### config.mk
export PLATFORM = sky130hd
export DESIGN_NAME = audio_front_end
export DESIGN_NICKNAME = d
export VERILOG_FILES = /design/src/verilog/audio_fe_pkg.sv /design/src/verilog/audio_front_end.sv /design/src/verilog/fir_filter.sv /design/src/verilog/coef_ram_arbiter.sv /design/src/verilog/test_pattern_gen.sv /design/src/verilog/axi_lite_regs.sv
export SDC_FILE = /design/constraint.sdc
export NUM_CORES = 2
export LEC_CHECK = 0
export BUFFER_PORTS_ARGS = -buffer_cell sky130_fd_sc_hd__buf_2
export CORE_AREA = 2 2 406 408
export CTS_CLUSTER_DIAMETER = 200
export DETAILED_ROUTE_END_ITERATION = 8
export DIE_AREA = 0 0 408 410
export GPL_TIMING_DRIVEN = 0
export PLACE_DENSITY = 0.51
export SLEW_MARGIN = 10
export SYNTH_ARGS = -nofsm -noshare
export SYNTH_HDL_FRONTEND = slang
export SYNTH_SLANG_ARGS = --single-unit
export TNS_END_PERCENT = 5
### constraint.sdc
create_clock -name clk -period 15.3 [get_ports clk]
set_clock_uncertainty 0.05 [all_clocks]
set_input_delay 3.06 -clock clk [delete_from_list [all_inputs] [get_ports clk]]
set_output_delay 3.06 -clock clk [all_outputs]
set_load 0.005 [all_outputs]
### src/verilog/audio_fe_pkg.sv
package audio_fe_pkg;

    //////////////////////////////
    // audio words
    //////////////////////////////
    typedef logic signed [23:0] sample_t;      // one 24-bit pcm word

    typedef struct packed {
        sample_t l;
        sample_t r;
    } stereo_t;

    // pattern select, 0 passes live pcm through
    typedef enum logic [2:0] {
        pcm_bypass = 3'd0,
        dc_min_pos = 3'd1,
        dc_min_neg = 3'd2,
        dc_max_pos = 3'd3,
        dc_max_neg = 3'd4,
        triangle   = 3'd5,
        impulse    = 3'd6
    } pattern_e;

    //////////////////////////////
    // register views
    //////////////////////////////
    typedef struct packed {
        logic [14:0] rsvd;
        logic [7:0]  tri_inc;                   // triangle step, lands at bit 13
        logic [3:0]  tap_count;                 // taps in use minus one
        pattern_e    pattern;
        logic        fir_bypass;
        logic        run;                       // bit 0
    } ctrl_t;

    typedef struct packed {
        logic [15:0]        rsvd;
        logic signed [15:0] coef;               // q1.15
    } coef_word_t;

    // one data word, meaning picked by the address
    typedef union packed {
        ctrl_t      ctrl;
        coef_word_t coef;
    } reg_word_u;

    typedef struct packed {
        logic               valid;
        logic               we;
        logic [2:0]         addr;
        logic signed [15:0] data;
    } coef_req_t;

    //////////////////////////////
    // axi4-lite channels
    //////////////////////////////
    typedef struct packed {
        logic        awvalid;
        logic [7:0]  awaddr;
        logic        wvalid;
        logic [31:0] wdata;
        logic        bready;
        logic        arvalid;
        logic [7:0]  araddr;
        logic        rready;
    } axil_req_t;

    typedef struct packed {
        logic        awready;
        logic        wready;
        logic        bvalid;
        logic [1:0]  bresp;
        logic        arready;
        logic        rvalid;
        logic [31:0] rdata;
        logic [1:0]  rresp;
    } axil_rsp_t;

    localparam logic [7:0] CTRL_ADDR   = 8'h00;
    localparam logic [7:0] COEF_BASE   = 8'h20; // 8 words up to 0x3c
    localparam logic [1:0] RESP_OKAY   = 2'b00;
    localparam logic [1:0] RESP_SLVERR = 2'b10;

endpackage
### src/verilog/audio_front_end.sv
module audio_front_end #(
    parameter int SMP_DIV  = 63,
    parameter int NUM_TAPS = 8
) (
    input  logic                    clk,
    input  logic                    rst_n,
    input  audio_fe_pkg::axil_req_t axil_req,
    output audio_fe_pkg::axil_rsp_t axil_rsp,
    input  logic                    pcm_valid,
    input  audio_fe_pkg::stereo_t   pcm_data,
    output logic                    out_valid,
    output audio_fe_pkg::stereo_t   out_data
);
    import audio_fe_pkg::*;

    ctrl_t       ctrl;          // shared control register
    coef_req_t   cpu_req;
    coef_req_t   fir_req;
    logic        cpu_gnt;
    logic [15:0] cpu_rdata;
    logic [15:0] fir_rdata;
    logic        gen_valid;
    stereo_t     gen_data;

    //////////////////////////////
    // cpu side
    //////////////////////////////
    axi_lite_regs axi_lite_regs_inst (
        .clk        (clk),
        .rst_n      (rst_n),
        .axil_req   (axil_req),
        .axil_rsp   (axil_rsp),
        .ctrl       (ctrl),
        .coef_req   (cpu_req),
        .coef_gnt   (cpu_gnt),
        .coef_rdata (cpu_rdata)
    );

    coef_ram_arbiter #(
        .NUM_TAPS (NUM_TAPS)
    ) coef_ram_arbiter_inst (
        .clk       (clk),
        .rst_n     (rst_n),
        .cpu_req   (cpu_req),
        .cpu_gnt   (cpu_gnt),
        .cpu_rdata (cpu_rdata),
        .fir_req   (fir_req),
        .fir_rdata (fir_rdata)
    );

    //////////////////////////////
    // sample path
    //////////////////////////////
    test_pattern_gen #(
        .SMP_DIV (SMP_DIV)
    ) test_pattern_gen_inst (
        .clk       (clk),
        .rst_n     (rst_n),
        .ctrl      (ctrl),
        .pcm_valid (pcm_valid),
        .pcm_data  (pcm_data),
        .gen_valid (gen_valid),
        .gen_data  (gen_data)
    );

    fir_filter #(
        .NUM_TAPS (NUM_TAPS)
    ) fir_filter_inst (
        .clk        (clk),
        .rst_n      (rst_n),
        .ctrl       (ctrl),
        .gen_valid  (gen_valid),
        .gen_data   (gen_data),
        .coef_req   (fir_req),
        .coef_rdata (fir_rdata),
        .out_valid  (out_valid),
        .out_data   (out_data)
    );

endmodule

### src/verilog/fir_filter.sv
module fir_filter #(
    parameter int NUM_TAPS = 8
) (
    input  logic                    clk,
    input  logic                    rst_n,
    input  audio_fe_pkg::ctrl_t     ctrl,
    input  logic                    gen_valid,
    input  audio_fe_pkg::stereo_t   gen_data,
    output audio_fe_pkg::coef_req_t coef_req,
    input  logic signed [15:0]      coef_rdata,
    output logic                    out_valid,
    output audio_fe_pkg::stereo_t   out_data
);
    import audio_fe_pkg::*;

    localparam int AW    = $clog2(NUM_TAPS);
    localparam int ACC_W = 41 + AW;            // 24x16 product plus tap growth

    typedef enum logic [1:0] {
        st_idle,
        st_load,        // coef 0 requested
        st_mac          // one tap per clock
    } state_e;

    state_e                  state;
    stereo_t                 hist [NUM_TAPS];   // newest at 0
    logic [3:0]              cnt;               // tap whose coef is on rdata
    logic [3:0]              last_q;            // final tap of this pass
    logic signed [ACC_W-1:0] acc_l;
    logic signed [ACC_W-1:0] acc_r;
    logic signed [ACC_W-1:0] sum_l;
    logic signed [ACC_W-1:0] sum_r;
    stereo_t                 tap;
    logic                    last_mac;

    // drop q15 scaling, clip to 24 bits
    function automatic sample_t sat_q15(input logic signed [ACC_W-1:0] v);
        logic signed [ACC_W-1:0] s;
        s = v >>> 15;
        if (&s[ACC_W-1:23] || ~|s[ACC_W-1:23])
            return s[23:0];
        return s[ACC_W-1] ? 24'h800000 : 24'h7FFFFF;
    endfunction

    assign tap      = hist[cnt[AW-1:0]];
    assign sum_l    = acc_l + tap.l * coef_rdata;
    assign sum_r    = acc_r + tap.r * coef_rdata;
    assign last_mac = (state == st_mac) && (cnt == last_q);

    // read only, next coef fetched one clock ahead
    always_comb begin
        coef_req       = '0;
        coef_req.valid = (state == st_load) || ((state == st_mac) && !last_mac);
        coef_req.addr  = (state == st_load) ? 3'd0 : 3'(cnt + 4'd1);
    end

    //////////////////////////////
    // control
    //////////////////////////////
    always_ff @(posedge clk or negedge rst_n) begin
        if (!rst_n) begin
            state     <= st_idle;
            cnt       <= '0;
            last_q    <= '0;
            out_valid <= 1'b0;
        end else begin
            out_valid <= 1'b0;
            case (state)
                st_idle: begin
                    cnt <= '0;
                    if (gen_valid && ctrl.fir_bypass) begin
                        out_valid <= 1'b1;
                    end else if (gen_valid) begin
                        // never run past the history depth
                        last_q <= (ctrl.tap_count > 4'(NUM_TAPS - 1)) ?
                                  4'(NUM_TAPS - 1) : ctrl.tap_count;
                        state  <= st_load;
                    end
                end
                st_load: state <= st_mac;
                st_mac: begin
                    if (last_mac) begin
                        out_valid <= 1'b1;      // saturated word ready
                        state     <= st_idle;
                    end else begin
                        cnt <= cnt + 4'd1;
                    end
                end
                default: state <= st_idle;
            endcase
        end
    end

    //////////////////////////////
    // datapath
    //////////////////////////////
    always_ff @(posedge clk) begin
        if (gen_valid) begin
            hist[0] <= gen_data;
            for (int i = 1; i < NUM_TAPS; i++)
                hist[i] <= hist[i-1];
        end
        if (state == st_load) begin
            acc_l <= '0;
            acc_r <= '0;
        end else if (state == st_mac) begin
            acc_l <= sum_l;
            acc_r <= sum_r;
        end
        if (state == st_idle && gen_valid && ctrl.fir_bypass)
            out_data <= gen_data;
        else if (last_mac)
            out_data <= '{l: sat_q15(sum_l), r: sat_q15(sum_r)};
    end

    // sample period has to cover load, all taps and the output cycle
    assert property (@(posedge clk) disable iff (!rst_n) gen_valid |-> state == st_idle);

endmodule

### src/verilog/coef_ram_arbiter.sv
module coef_ram_arbiter #(
    parameter int NUM_TAPS = 8
) (
    input  logic                    clk,
    input  logic                    rst_n,
    input  audio_fe_pkg::coef_req_t cpu_req,
    output logic                    cpu_gnt,
    output logic [15:0]             cpu_rdata,
    input  audio_fe_pkg::coef_req_t fir_req,
    output logic [15:0]             fir_rdata
);
    import audio_fe_pkg::*;

    localparam int AW = $clog2(NUM_TAPS);

    logic [15:0] mem [NUM_TAPS];    // q1.15 coefficients
    logic [15:0] rd_q;
    logic        fir_gnt;
    coef_req_t   sel;

    // filter has fixed priority, cpu fills the gaps
    assign fir_gnt = fir_req.valid;
    assign cpu_gnt = cpu_req.valid && !fir_req.valid;
    assign sel     = fir_gnt ? fir_req : cpu_req;

    // single port, registered read
    always_ff @(posedge clk) begin
        if (cpu_gnt && cpu_req.we)
            mem[cpu_req.addr[AW-1:0]] <= cpu_req.data;
        rd_q <= mem[sel.addr[AW-1:0]];
    end

    // one read register, owner is whoever was granted last cycle
    assign cpu_rdata = rd_q;
    assign fir_rdata = rd_q;

    // a stalled cpu request keeps its address until served
    assert property (@(posedge clk) disable iff (!rst_n)
        cpu_req.valid && !cpu_gnt |=> cpu_req.valid && $stable(cpu_req.addr));

endmodule

### src/verilog/test_pattern_gen.sv
module test_pattern_gen #(
    parameter int SMP_DIV = 63
) (
    input  logic                  clk,
    input  logic                  rst_n,
    input  audio_fe_pkg::ctrl_t   ctrl,
    input  logic                  pcm_valid,
    input  audio_fe_pkg::stereo_t pcm_data,
    output logic                  gen_valid,
    output audio_fe_pkg::stereo_t gen_data
);
    import audio_fe_pkg::*;

    localparam int CW = $clog2(SMP_DIV + 1);

    logic [CW-1:0] smp_cnt;
    logic          smp_stb;         // one clock every SMP_DIV+1
    logic          pat_valid;
    sample_t       pat_q;
    logic [23:0]   tri_q;
    logic [23:0]   tri_step;
    logic          tri_down;
    logic [4:0]    imp_cnt;

    assign tri_step = {3'h0, ctrl.tri_inc, 13'h0000};

    //////////////////////////////
    // sample strobe
    //////////////////////////////
    always_ff @(posedge clk or negedge rst_n) begin
        if (!rst_n) begin
            smp_cnt   <= '0;
            smp_stb   <= 1'b0;
            pat_valid <= 1'b0;
        end else begin
            pat_valid <= smp_stb;                   // word lands one clock later
            if (!ctrl.run) begin
                smp_cnt <= '0;
                smp_stb <= 1'b0;
            end else if (smp_cnt == CW'(SMP_DIV)) begin
                smp_cnt <= '0;
                smp_stb <= 1'b1;
            end else begin
                smp_cnt <= smp_cnt + 1'b1;
                smp_stb <= 1'b0;
            end
        end
    end

    // triangle, stays in the positive half
    always_ff @(posedge clk or negedge rst_n) begin
        if (!rst_n) begin
            tri_q    <= '0;
            tri_down <= 1'b0;
        end else if (!ctrl.run) begin
            tri_q    <= '0;
            tri_down <= 1'b0;
        end else if (smp_stb) begin
            if (!tri_down) begin
                if (tri_q + tri_step < 24'h7FFFFE) begin
                    tri_q <= tri_q + tri_step;
                end else begin
                    tri_q    <= tri_q - tri_step;  // top reached, fold down
                    tri_down <= 1'b1;
                end
            end else begin
                if (tri_q - tri_step > tri_step) begin
                    tri_q <= tri_q - tri_step;
                end else begin
                    tri_q    <= tri_q + tri_step;  // floor, head back up
                    tri_down <= 1'b0;
                end
            end
        end
    end

    // impulse period is tap_count+4 strobes
    always_ff @(posedge clk or negedge rst_n) begin
        if (!rst_n)
            imp_cnt <= '0;
        else if (!ctrl.run)
            imp_cnt <= '0;
        else if (smp_stb)
            imp_cnt <= (imp_cnt == {1'b0, ctrl.tap_count} + 5'd3) ? 5'd0 : imp_cnt + 5'd1;
    end

    //////////////////////////////
    // pattern mux
    //////////////////////////////
    always_ff @(posedge clk) begin
        if (smp_stb) begin
            case (ctrl.pattern)
                dc_min_pos: pat_q <= 24'h000100;
                dc_min_neg: pat_q <= 24'hFFFF00;
                dc_max_pos: pat_q <= 24'h7FFF00;
                dc_max_neg: pat_q <= 24'h800100;
                triangle:   pat_q <= tri_q;
                impulse:    pat_q <= (imp_cnt == 5'd1) ? 24'h7FFF00 : 24'h000000;
                default:    pat_q <= '0;
            endcase
        end
    end

    // live pcm goes straight through, same cycle
    assign gen_valid = (ctrl.pattern == pcm_bypass) ? pcm_valid : pat_valid;
    assign gen_data  = (ctrl.pattern == pcm_bypass) ? pcm_data : stereo_t'{pat_q, pat_q};

endmodule

### src/verilog/axi_lite_regs.sv
module axi_lite_regs (
    input  logic                    clk,
    input  logic                    rst_n,
    input  audio_fe_pkg::axil_req_t axil_req,
    output audio_fe_pkg::axil_rsp_t axil_rsp,
    output audio_fe_pkg::ctrl_t     ctrl,
    output audio_fe_pkg::coef_req_t coef_req,
    input  logic                    coef_gnt,
    input  logic [15:0]             coef_rdata
);
    import audio_fe_pkg::*;

    typedef enum logic [2:0] {
        st_idle,
        st_wgnt,        // coef write waiting on the arbiter
        st_bresp,
        st_rgnt,        // coef read waiting on the arbiter
        st_rdata,       // ram output valid this cycle
        st_rresp
    } state_e;

    state_e      state;
    logic [1:0]  bresp_q;
    logic [1:0]  rresp_q;
    logic [31:0] rdata_q;
    reg_word_u   wword;
    reg_word_u   rd_word;
    logic        wr_hs;
    logic        rd_hs;
    logic        wr_ctrl;
    logic        wr_coef;
    logic        rd_ctrl;
    logic        rd_coef;

    assign wword = axil_req.wdata;
    assign rd_word.coef = '{rsvd: '0, coef: coef_rdata};

    // aw and w taken together, write wins a tie with ar
    assign wr_hs = (state == st_idle) && axil_req.awvalid && axil_req.wvalid;
    assign rd_hs = (state == st_idle) && axil_req.arvalid && !wr_hs;

    // address decode, coef window is 0x20..0x3c word aligned
    assign wr_ctrl = axil_req.awaddr == CTRL_ADDR;
    assign wr_coef = (axil_req.awaddr & 8'hE3) == COEF_BASE;
    assign rd_ctrl = axil_req.araddr == CTRL_ADDR;
    assign rd_coef = (axil_req.araddr & 8'hE3) == COEF_BASE;

    //////////////////////////////
    // access fsm
    //////////////////////////////
    always_ff @(posedge clk or negedge rst_n) begin
        if (!rst_n) begin
            state    <= st_idle;
            ctrl     <= '0;         // run off, pcm bypass
            coef_req <= '0;
            bresp_q  <= RESP_OKAY;
            rresp_q  <= RESP_OKAY;
        end else begin
            case (state)
                st_idle: begin
                    if (wr_hs) begin
                        if (wr_ctrl) begin
                            ctrl    <= wword.ctrl;
                            bresp_q <= RESP_OKAY;
                            state   <= st_bresp;
                        end else if (wr_coef) begin
                            coef_req <= '{valid: 1'b1, we: 1'b1,
                                          addr: axil_req.awaddr[4:2],
                                          data: wword.coef.coef};
                            state    <= st_wgnt;
                        end else begin
                            bresp_q <= RESP_SLVERR;     // unmapped
                            state   <= st_bresp;
                        end
                    end else if (rd_hs) begin
                        if (rd_coef) begin
                            coef_req <= '{valid: 1'b1, we: 1'b0,
                                          addr: axil_req.araddr[4:2], data: '0};
                            state    <= st_rgnt;
                        end else begin
                            rresp_q <= rd_ctrl ? RESP_OKAY : RESP_SLVERR;
                            state   <= st_rresp;
                        end
                    end
                end
                st_wgnt: begin
                    if (coef_gnt) begin          // ram written on this edge
                        coef_req.valid <= 1'b0;
                        bresp_q        <= RESP_OKAY;
                        state          <= st_bresp;
                    end
                end
                st_bresp: if (axil_req.bready) state <= st_idle;
                st_rgnt: begin
                    if (coef_gnt) begin
                        coef_req.valid <= 1'b0;
                        state          <= st_rdata;
                    end
                end
                st_rdata: begin
                    rresp_q <= RESP_OKAY;
                    state   <= st_rresp;
                end
                st_rresp: if (axil_req.rready) state <= st_idle;
                default:  state <= st_idle;
            endcase
        end
    end

    // read data word
    always_ff @(posedge clk) begin
        if (rd_hs)
            rdata_q <= rd_ctrl ? 32'(ctrl) : 32'h0;
        else if (state == st_rdata)
            rdata_q <= rd_word;         // coef back from ram
    end

    always_comb begin
        axil_rsp.awready = wr_hs;
        axil_rsp.wready  = wr_hs;
        axil_rsp.bvalid  = state == st_bresp;
        axil_rsp.bresp   = bresp_q;
        axil_rsp.arready = rd_hs;
        axil_rsp.rvalid  = state == st_rresp;
        axil_rsp.rdata   = rdata_q;
        axil_rsp.rresp   = rresp_q;
    end

    // responses hold until the master takes them
    assert property (@(posedge clk) disable iff (!rst_n)
        axil_rsp.bvalid && !axil_req.bready |=> axil_rsp.bvalid && $stable(axil_rsp.bresp));
    assert property (@(posedge clk) disable iff (!rst_n)
        axil_rsp.rvalid && !axil_req.rready |=> axil_rsp.rvalid && $stable(axil_rsp.rdata));

endmodule

Word-level counts from Yosys, hierarchy flattened
Memories as Yosys holds them, arrays and structs flattened. A register that Yosys moved wholly into a read port is not among the register bits. Cells that the tools add are included.

Register bits after elaboration: 301. RAM bits: 512. Bits of input ports: 104. Output and inout port bits: 90. Word-level logic and storage cells: 212. Memories kept: 2.

$add $sub $neg: 8. $mul: 2. $lt $le $gt $ge: 3. Equal/unequal tests: 40. Muxes and demuxes: 81. Bitwise operators: 1. Reduce and logical (&&, ||, !) cells: 46.

Memories: fir_filter_inst.hist (depth 8, width 48, rd ports 8, clocked after Yosys merged registers in 0, wr ports 8, RTL line fir_filter.sv:26) `stereo_t hist [NUM_TAPS];`; coef_ram_arbiter_inst.mem (depth 8, width 16, rd ports 1, clocked after Yosys merged registers in 1, wr ports 1, RTL line coef_ram_arbiter.sv:16) `logic [15:0] mem [NUM_TAPS];`.

Operators with widths (number): $mux 24 (11); $mux 48 (3); $pmux 24 s6 (1); $mux 21 (5); $mux 32 (3); $add 44x44->44 (2); $mul 24x16->40 (2); $mux 3 (9); $add 24x21->24 (1); $gt 24x21->1 (1); $lt 24x23->1 const B (1); $mux 2 (12); $sub 24x21->24 (1); $mux 23 (1); $mux 1 (21); $mux 19 (1); $pmux 3 s6 (1); $reduce_and 6->1 (3); $logic_not 8->1 (2); $ne 2x1->1 const B (8); $ne 2x2->1 const B (8); $reduce_bool 2->1 (8); $eq 3x3->1 const B (5); $mux 5 (3); other kinds (35) (68).

Depth between registers and ports, before layout
An unclocked memory read counts as a cell.

Depth in word-level cells: 12. Gate-level depth with buffers: 44. Gate-level depth less buffers: 39.

Cells and area by module
Synthesis repeated with hierarchy kept, for this count alone.

Cells, all modules: 5815. Area, all modules: 65566.6 um2.

By module, submodules not included: fir_filter (instances 1, cells each 4680, area an instance 52505.4 um2, seq. area each 15009.4 um2); coef_ram_arbiter (instances 1, cells each 468, area an instance 5870.6 um2, seq. area each 4164.0 um2); axi_lite_regs (instances 1, cells each 257, area an instance 3863.7 um2, seq. area each 2412.3 um2); test_pattern_gen (instances 1, cells each 410, area an instance 3326.9 um2, seq. area each 1046.0 um2).

Worst setup path before layout
Ideal clock, no wire load.

Path type: input to register. Start point: input pcm_valid. End point: memory fir_filter_inst.hist[0][0] (netlist name) (enable). Setup time: 731 ps. Arrival time: 10542 ps. Data required time: 14519 ps. Setup slack: 3977 ps. Cell stages on the path: 2. Buffers on the path: 0. Path through: mux2i_1 > inv_1.

RTL lines: from (decl) (RTL line audio_front_end.sv:9) `input logic pcm_valid,`; to (decl) (RTL line fir_filter.sv:26).

Worst setup path after layout
Start point: register fir_filter_inst.cnt[1]. End point: register fir_filter_inst.out_data[21] (netlist name).

Cells in the longest elaborated chain, start to end: 12. Elaborated cells on any way between the ends: 15. Those cells by class: 1 x add/sub; 1 x mul; 8 x mux; 4 x reduce/logical; 1 x memory.

Ends and longest elaborated chain: from (decl) (RTL line fir_filter.sv:27) `logic [3:0] cnt;`; from (signal assigned) (RTL line fir_filter.sv:86) `cnt <= cnt + 4'd1;`; $mem_v2 8x48 (*); $mul 24x16->40 (*) (RTL line fir_filter.sv:47) `assign sum_r = acc_r + tap.r * coef_rdata;`; $add 44x44->44 (*) (RTL line fir_filter.sv:47); $reduce_or 6->1 (RTL line fir_filter.sv:40) `if (&s[ACC_W-1:23] || ~|s[ACC_W-1:23])`; $logic_not 1->1 (RTL line fir_filter.sv:40); $logic_or 1x1->1 (RTL line fir_filter.sv:40); $mux 1 (RTL line fir_filter.sv:40); $mux 1 (RTL line fir_filter.sv:112) `else if (last_mac)`; $mux 1 (RTL line fir_filter.sv:110) `if (state == st_idle && gen_valid && ctrl.fir_bypass)`; $mux 24 (*) (RTL line fir_filter.sv:42) `return s[ACC_W-1] ? 24'h800000 : 24'h7FFFFF;`; $mux 48 (*) (RTL line fir_filter.sv:112); $mux 48 (*) (RTL line fir_filter.sv:110).

Mark *: on every way between the ends. The rest lies on a longest branch, timed or not. The select of a mux whose other input is x is not followed. A chain may end at the register's enable or synchronous reset.

==> out/results.txt <==
Final Setup Violations = 0
# IOs = 194
CP max stage cell = clkdlybuf4s15_1
Most common cell after layout, fill and taps aside = inv_1
Crit Path Class = flop to flop
Hold_ws = 0.368 ns
CTS buffer count = 86
Synth Flop Type = edfxtp_1
Hold_buf cts = 0
Critical Path Sink Type = flop
Endpoints failing hold = 0
RSZ-0062 raised after global routing = false
Max Slew Vio Count = 0
Maximum number of pins on one net before global-route repair = 122
IO buf count = 191
Compound-Gate Fraction of Synth Area = 8.84%
Gr ovfl total = 0
Largest family of logic cells by synthesized area = adder cells
Critical-path maximum fanout = 10
TNS Setup = 0 ns
Detailed Route WL = 199 mm
Total Routing Usage GR = 24.1%
Cell Area, Synth = 64,900 µm²
TritonCTS Sinks = 804
Fmax achieved = 68.6 MHz
Worst-path clk slew = 0.06 ns
GR Util met2 = 38.8%
Post-Syn Instances = 5,980
Async SR Flop Fraction = 11.7%
Status = finished, final reports clean
Wire per inst = 23.3 µm
CP peak stage delay = 0.82 ns
Crit path required time = 15.63 ns
Synth Warn # = 0
Hold Path Class = flop to flop
Drt first pass iters = 5
Number of flops mapped to enable cells by yosys = 606
Synth Area in Simple Gates = 12.3%
# rows = 149
Grt peak-use layer = met2
Ratio of cells with drive above 1 in the final layout = 9.77%
Clock root cell = clkbuf_16
Seq cells post-synth = 804
Initial Util = 39.7%
Yosys cell types = 104
Final net count = 7,451
Post-CTS Setup Inserts = 0
Post-synthesis adder-cell area fraction = 29.3%
CORE AREA = 163,000 µm²
Multiplexer share of the synthesized area = 4.95%
Clock Tree Buf Depth = 3
P&R area growth vs syn = 10.9%
Met3 GRT Util = 4.26%
First-pass GRT wire length = 298 mm
Syn Area/Cell = 10.9 µm²
Final Cell Area = 72,000 µm²
Max-Cap Viols = 0
Resize count post-CTS = 0
Vias after detailed routing = 44,753
Vias in the first global route = 45,691
Placer Congestion = 0.915
CTS tree = yes
Insertion delay of the later-clocked pin in the worst-skew pair = 0.71 ns
Most Frequent Cell on Critical Path = fa_1
Startpoint types = flop
Xor-xnor portion of the synthesized cell area = 2.55%
CTS H-tree lvls = 3
# DRC = 0
Starting DRT DRC Count = 3,694
Register area share after synthesis = 34.9%
Die ar. = 167,000 µm²
Worst slew pin tran = 1.36 ns
DP HPWL = 160 mm
Tmin final = 14.57 ns
Tcrit/Tclk final = 95.2%
Met1 Use GR = 32.5%
Most frequent cells in the layout = 924 x inv_1, 779 x nand2_1, 752 x fa_1, 606 x edfxtp_1, 314 x ha_1
Die width = 408 µm
Post-route ant nets = 0
Slew headroom = 9.44%
Drt via density = 5.23
Worst EP arrival = 14.90 ns
Placed instance area = 69,000 µm²
Initial antenna violation count = 19
DIE HEIGHT = 410 µm
[final cells by class]
class	instances	area [µm²]
Antenna cell	9	22.5
Buffer	297	1210
Clock buffer	114	2430
Clock inverter	46	517
Fill cell	15551	91500
Inverter	927	3490
Multi-Input combinational cell	3954	37700
Sequential cell	804	22600
Tap cell	2189	2740
Timing Repair Buffer	211	1290
[synth_stat cells (all sizes together), types with 10 or more instances]
cell	instances	area [µm²]
o21bai	37	278
mux2	78	882
xnor2	123	1120
clkbuf	246	925
o2111ai	10	87.6
a211oi	25	203
fa	752	15100
and3	45	282
nor3	33	170
o211ai	14	105
nand2	780	2930
a22o	70	613
xor2	60	533
ha	314	3930
nor4	15	106
inv	925	3470
mux2i	17	170
and2	290	1810
a21boi	11	82.6
or3	11	68.8
dfrtp	94	2350
a2bb2oi	23	201
o21a	37	278
a221o	25	250
buf	51	264
a21o	129	968
nor2	177	667
mux4	96	2160
a21oi	155	780
nand4	28	175
edfxtp	606	18200
or4	10	75.1
nor2b	66	413
or2	17	106
o31ai	11	87.6
o21ai	192	961
nand2b	45	282
nand3	145	731
a31oi	24	165
dfxtp	104	2080
[worst max-delay path, delay by kind of cell (launching register included)]
family / cells / cell delay, ns
buffers and inverters: 9 / 3.44
adders and majority gates: 8 / 3.83
DFF: 1 / 0.34
and+or+nand+nor: 7 / 1.28
muxes: 3 / 1.13
xor gates and xnor gates: 1 / 0.48
AOI/OAI and AO/OA: 13 / 3.62
[path summary, 6_finish.rpt]
path,depth (start not counted),slack (ns),to,from
min,0,0.37,fir_filter_inst.hist[5][27],fir_filter_inst.hist[4][27]
min reg2reg,0,0.37,fir_filter_inst.hist[5][27],fir_filter_inst.hist[4][27]
max reg2reg,41,0.73,fir_filter_inst.out_data[21],fir_filter_inst.cnt[1]
max,41,0.73,fir_filter_inst.out_data[21],fir_filter_inst.cnt[1]
max in group asynchronous,2,12.41,axi_lite_regs_inst.coef_req[8],rst_n
min in group asynchronous,1,2.13,axi_lite_regs_inst.ctrl[25],rst_n
[sequential cells by signal, summed over array words and instances, names as in the netlist, 2 cells and up]
name,flops
fir_filter_inst.acc_l,44
fir_filter_inst.last_q,4
fir_filter_inst.state,2
fir_filter_inst.hist,384
fir_filter_inst.cnt,4
axi_lite_regs_inst.coef_req,21
test_pattern_gen_inst.smp_cnt,6
test_pattern_gen_inst.tri_q,11
coef_ram_arbiter_inst.cpu_rdata,16
fir_filter_inst.out_data,48
fir_filter_inst.acc_r,44
axi_lite_regs_inst.ctrl,32
test_pattern_gen_inst.pat_q,14
axi_lite_regs_inst.rdata_q,32
test_pattern_gen_inst.imp_cnt,5
axi_lite_regs_inst.state,3
coef_ram_arbiter_inst.mem,128
[cells by family (layout without fill, tap and decap cells)]
group | count (synthesis) | count (layout)
AO/OA/AOI/OAI | 827 | 827
flip-flops | 804 | 804
XOR/XNOR | 183 | 183
adder cells (fa/ha/maj) | 1066 | 1066
other | 1 | 12
buffers and inverters | 1224 | 1595
multiplexers | 191 | 191
AND/OR/NAND/NOR | 1684 | 1684
[through the flow]
stage | util (%) | instances | setup WS [ns]
4_1_cts | 44.0 | 8542 | 0.433
5_1_grt | 44.0 | 8542 | 0.0402
3_5_place_dp | 42.2 | 8382 | 0.461
6_report | 44.0 | 8551 | 0.731
2_1_floorplan | - | 5982 | 3.98
3_3_place_gp | 42.0 | 8362 | 0.426
[metal layers]
metal  routed length, µm  part of all wire, %
met4                7640                  3.8
met5                  80                0.040
met2               93400                   47
met3               12400                  6.2
met1               85700                   43
Power is left out: the tool's default activity adds up to more than one toggle a clock period on the data nets, which glitch-free logic cannot reach.
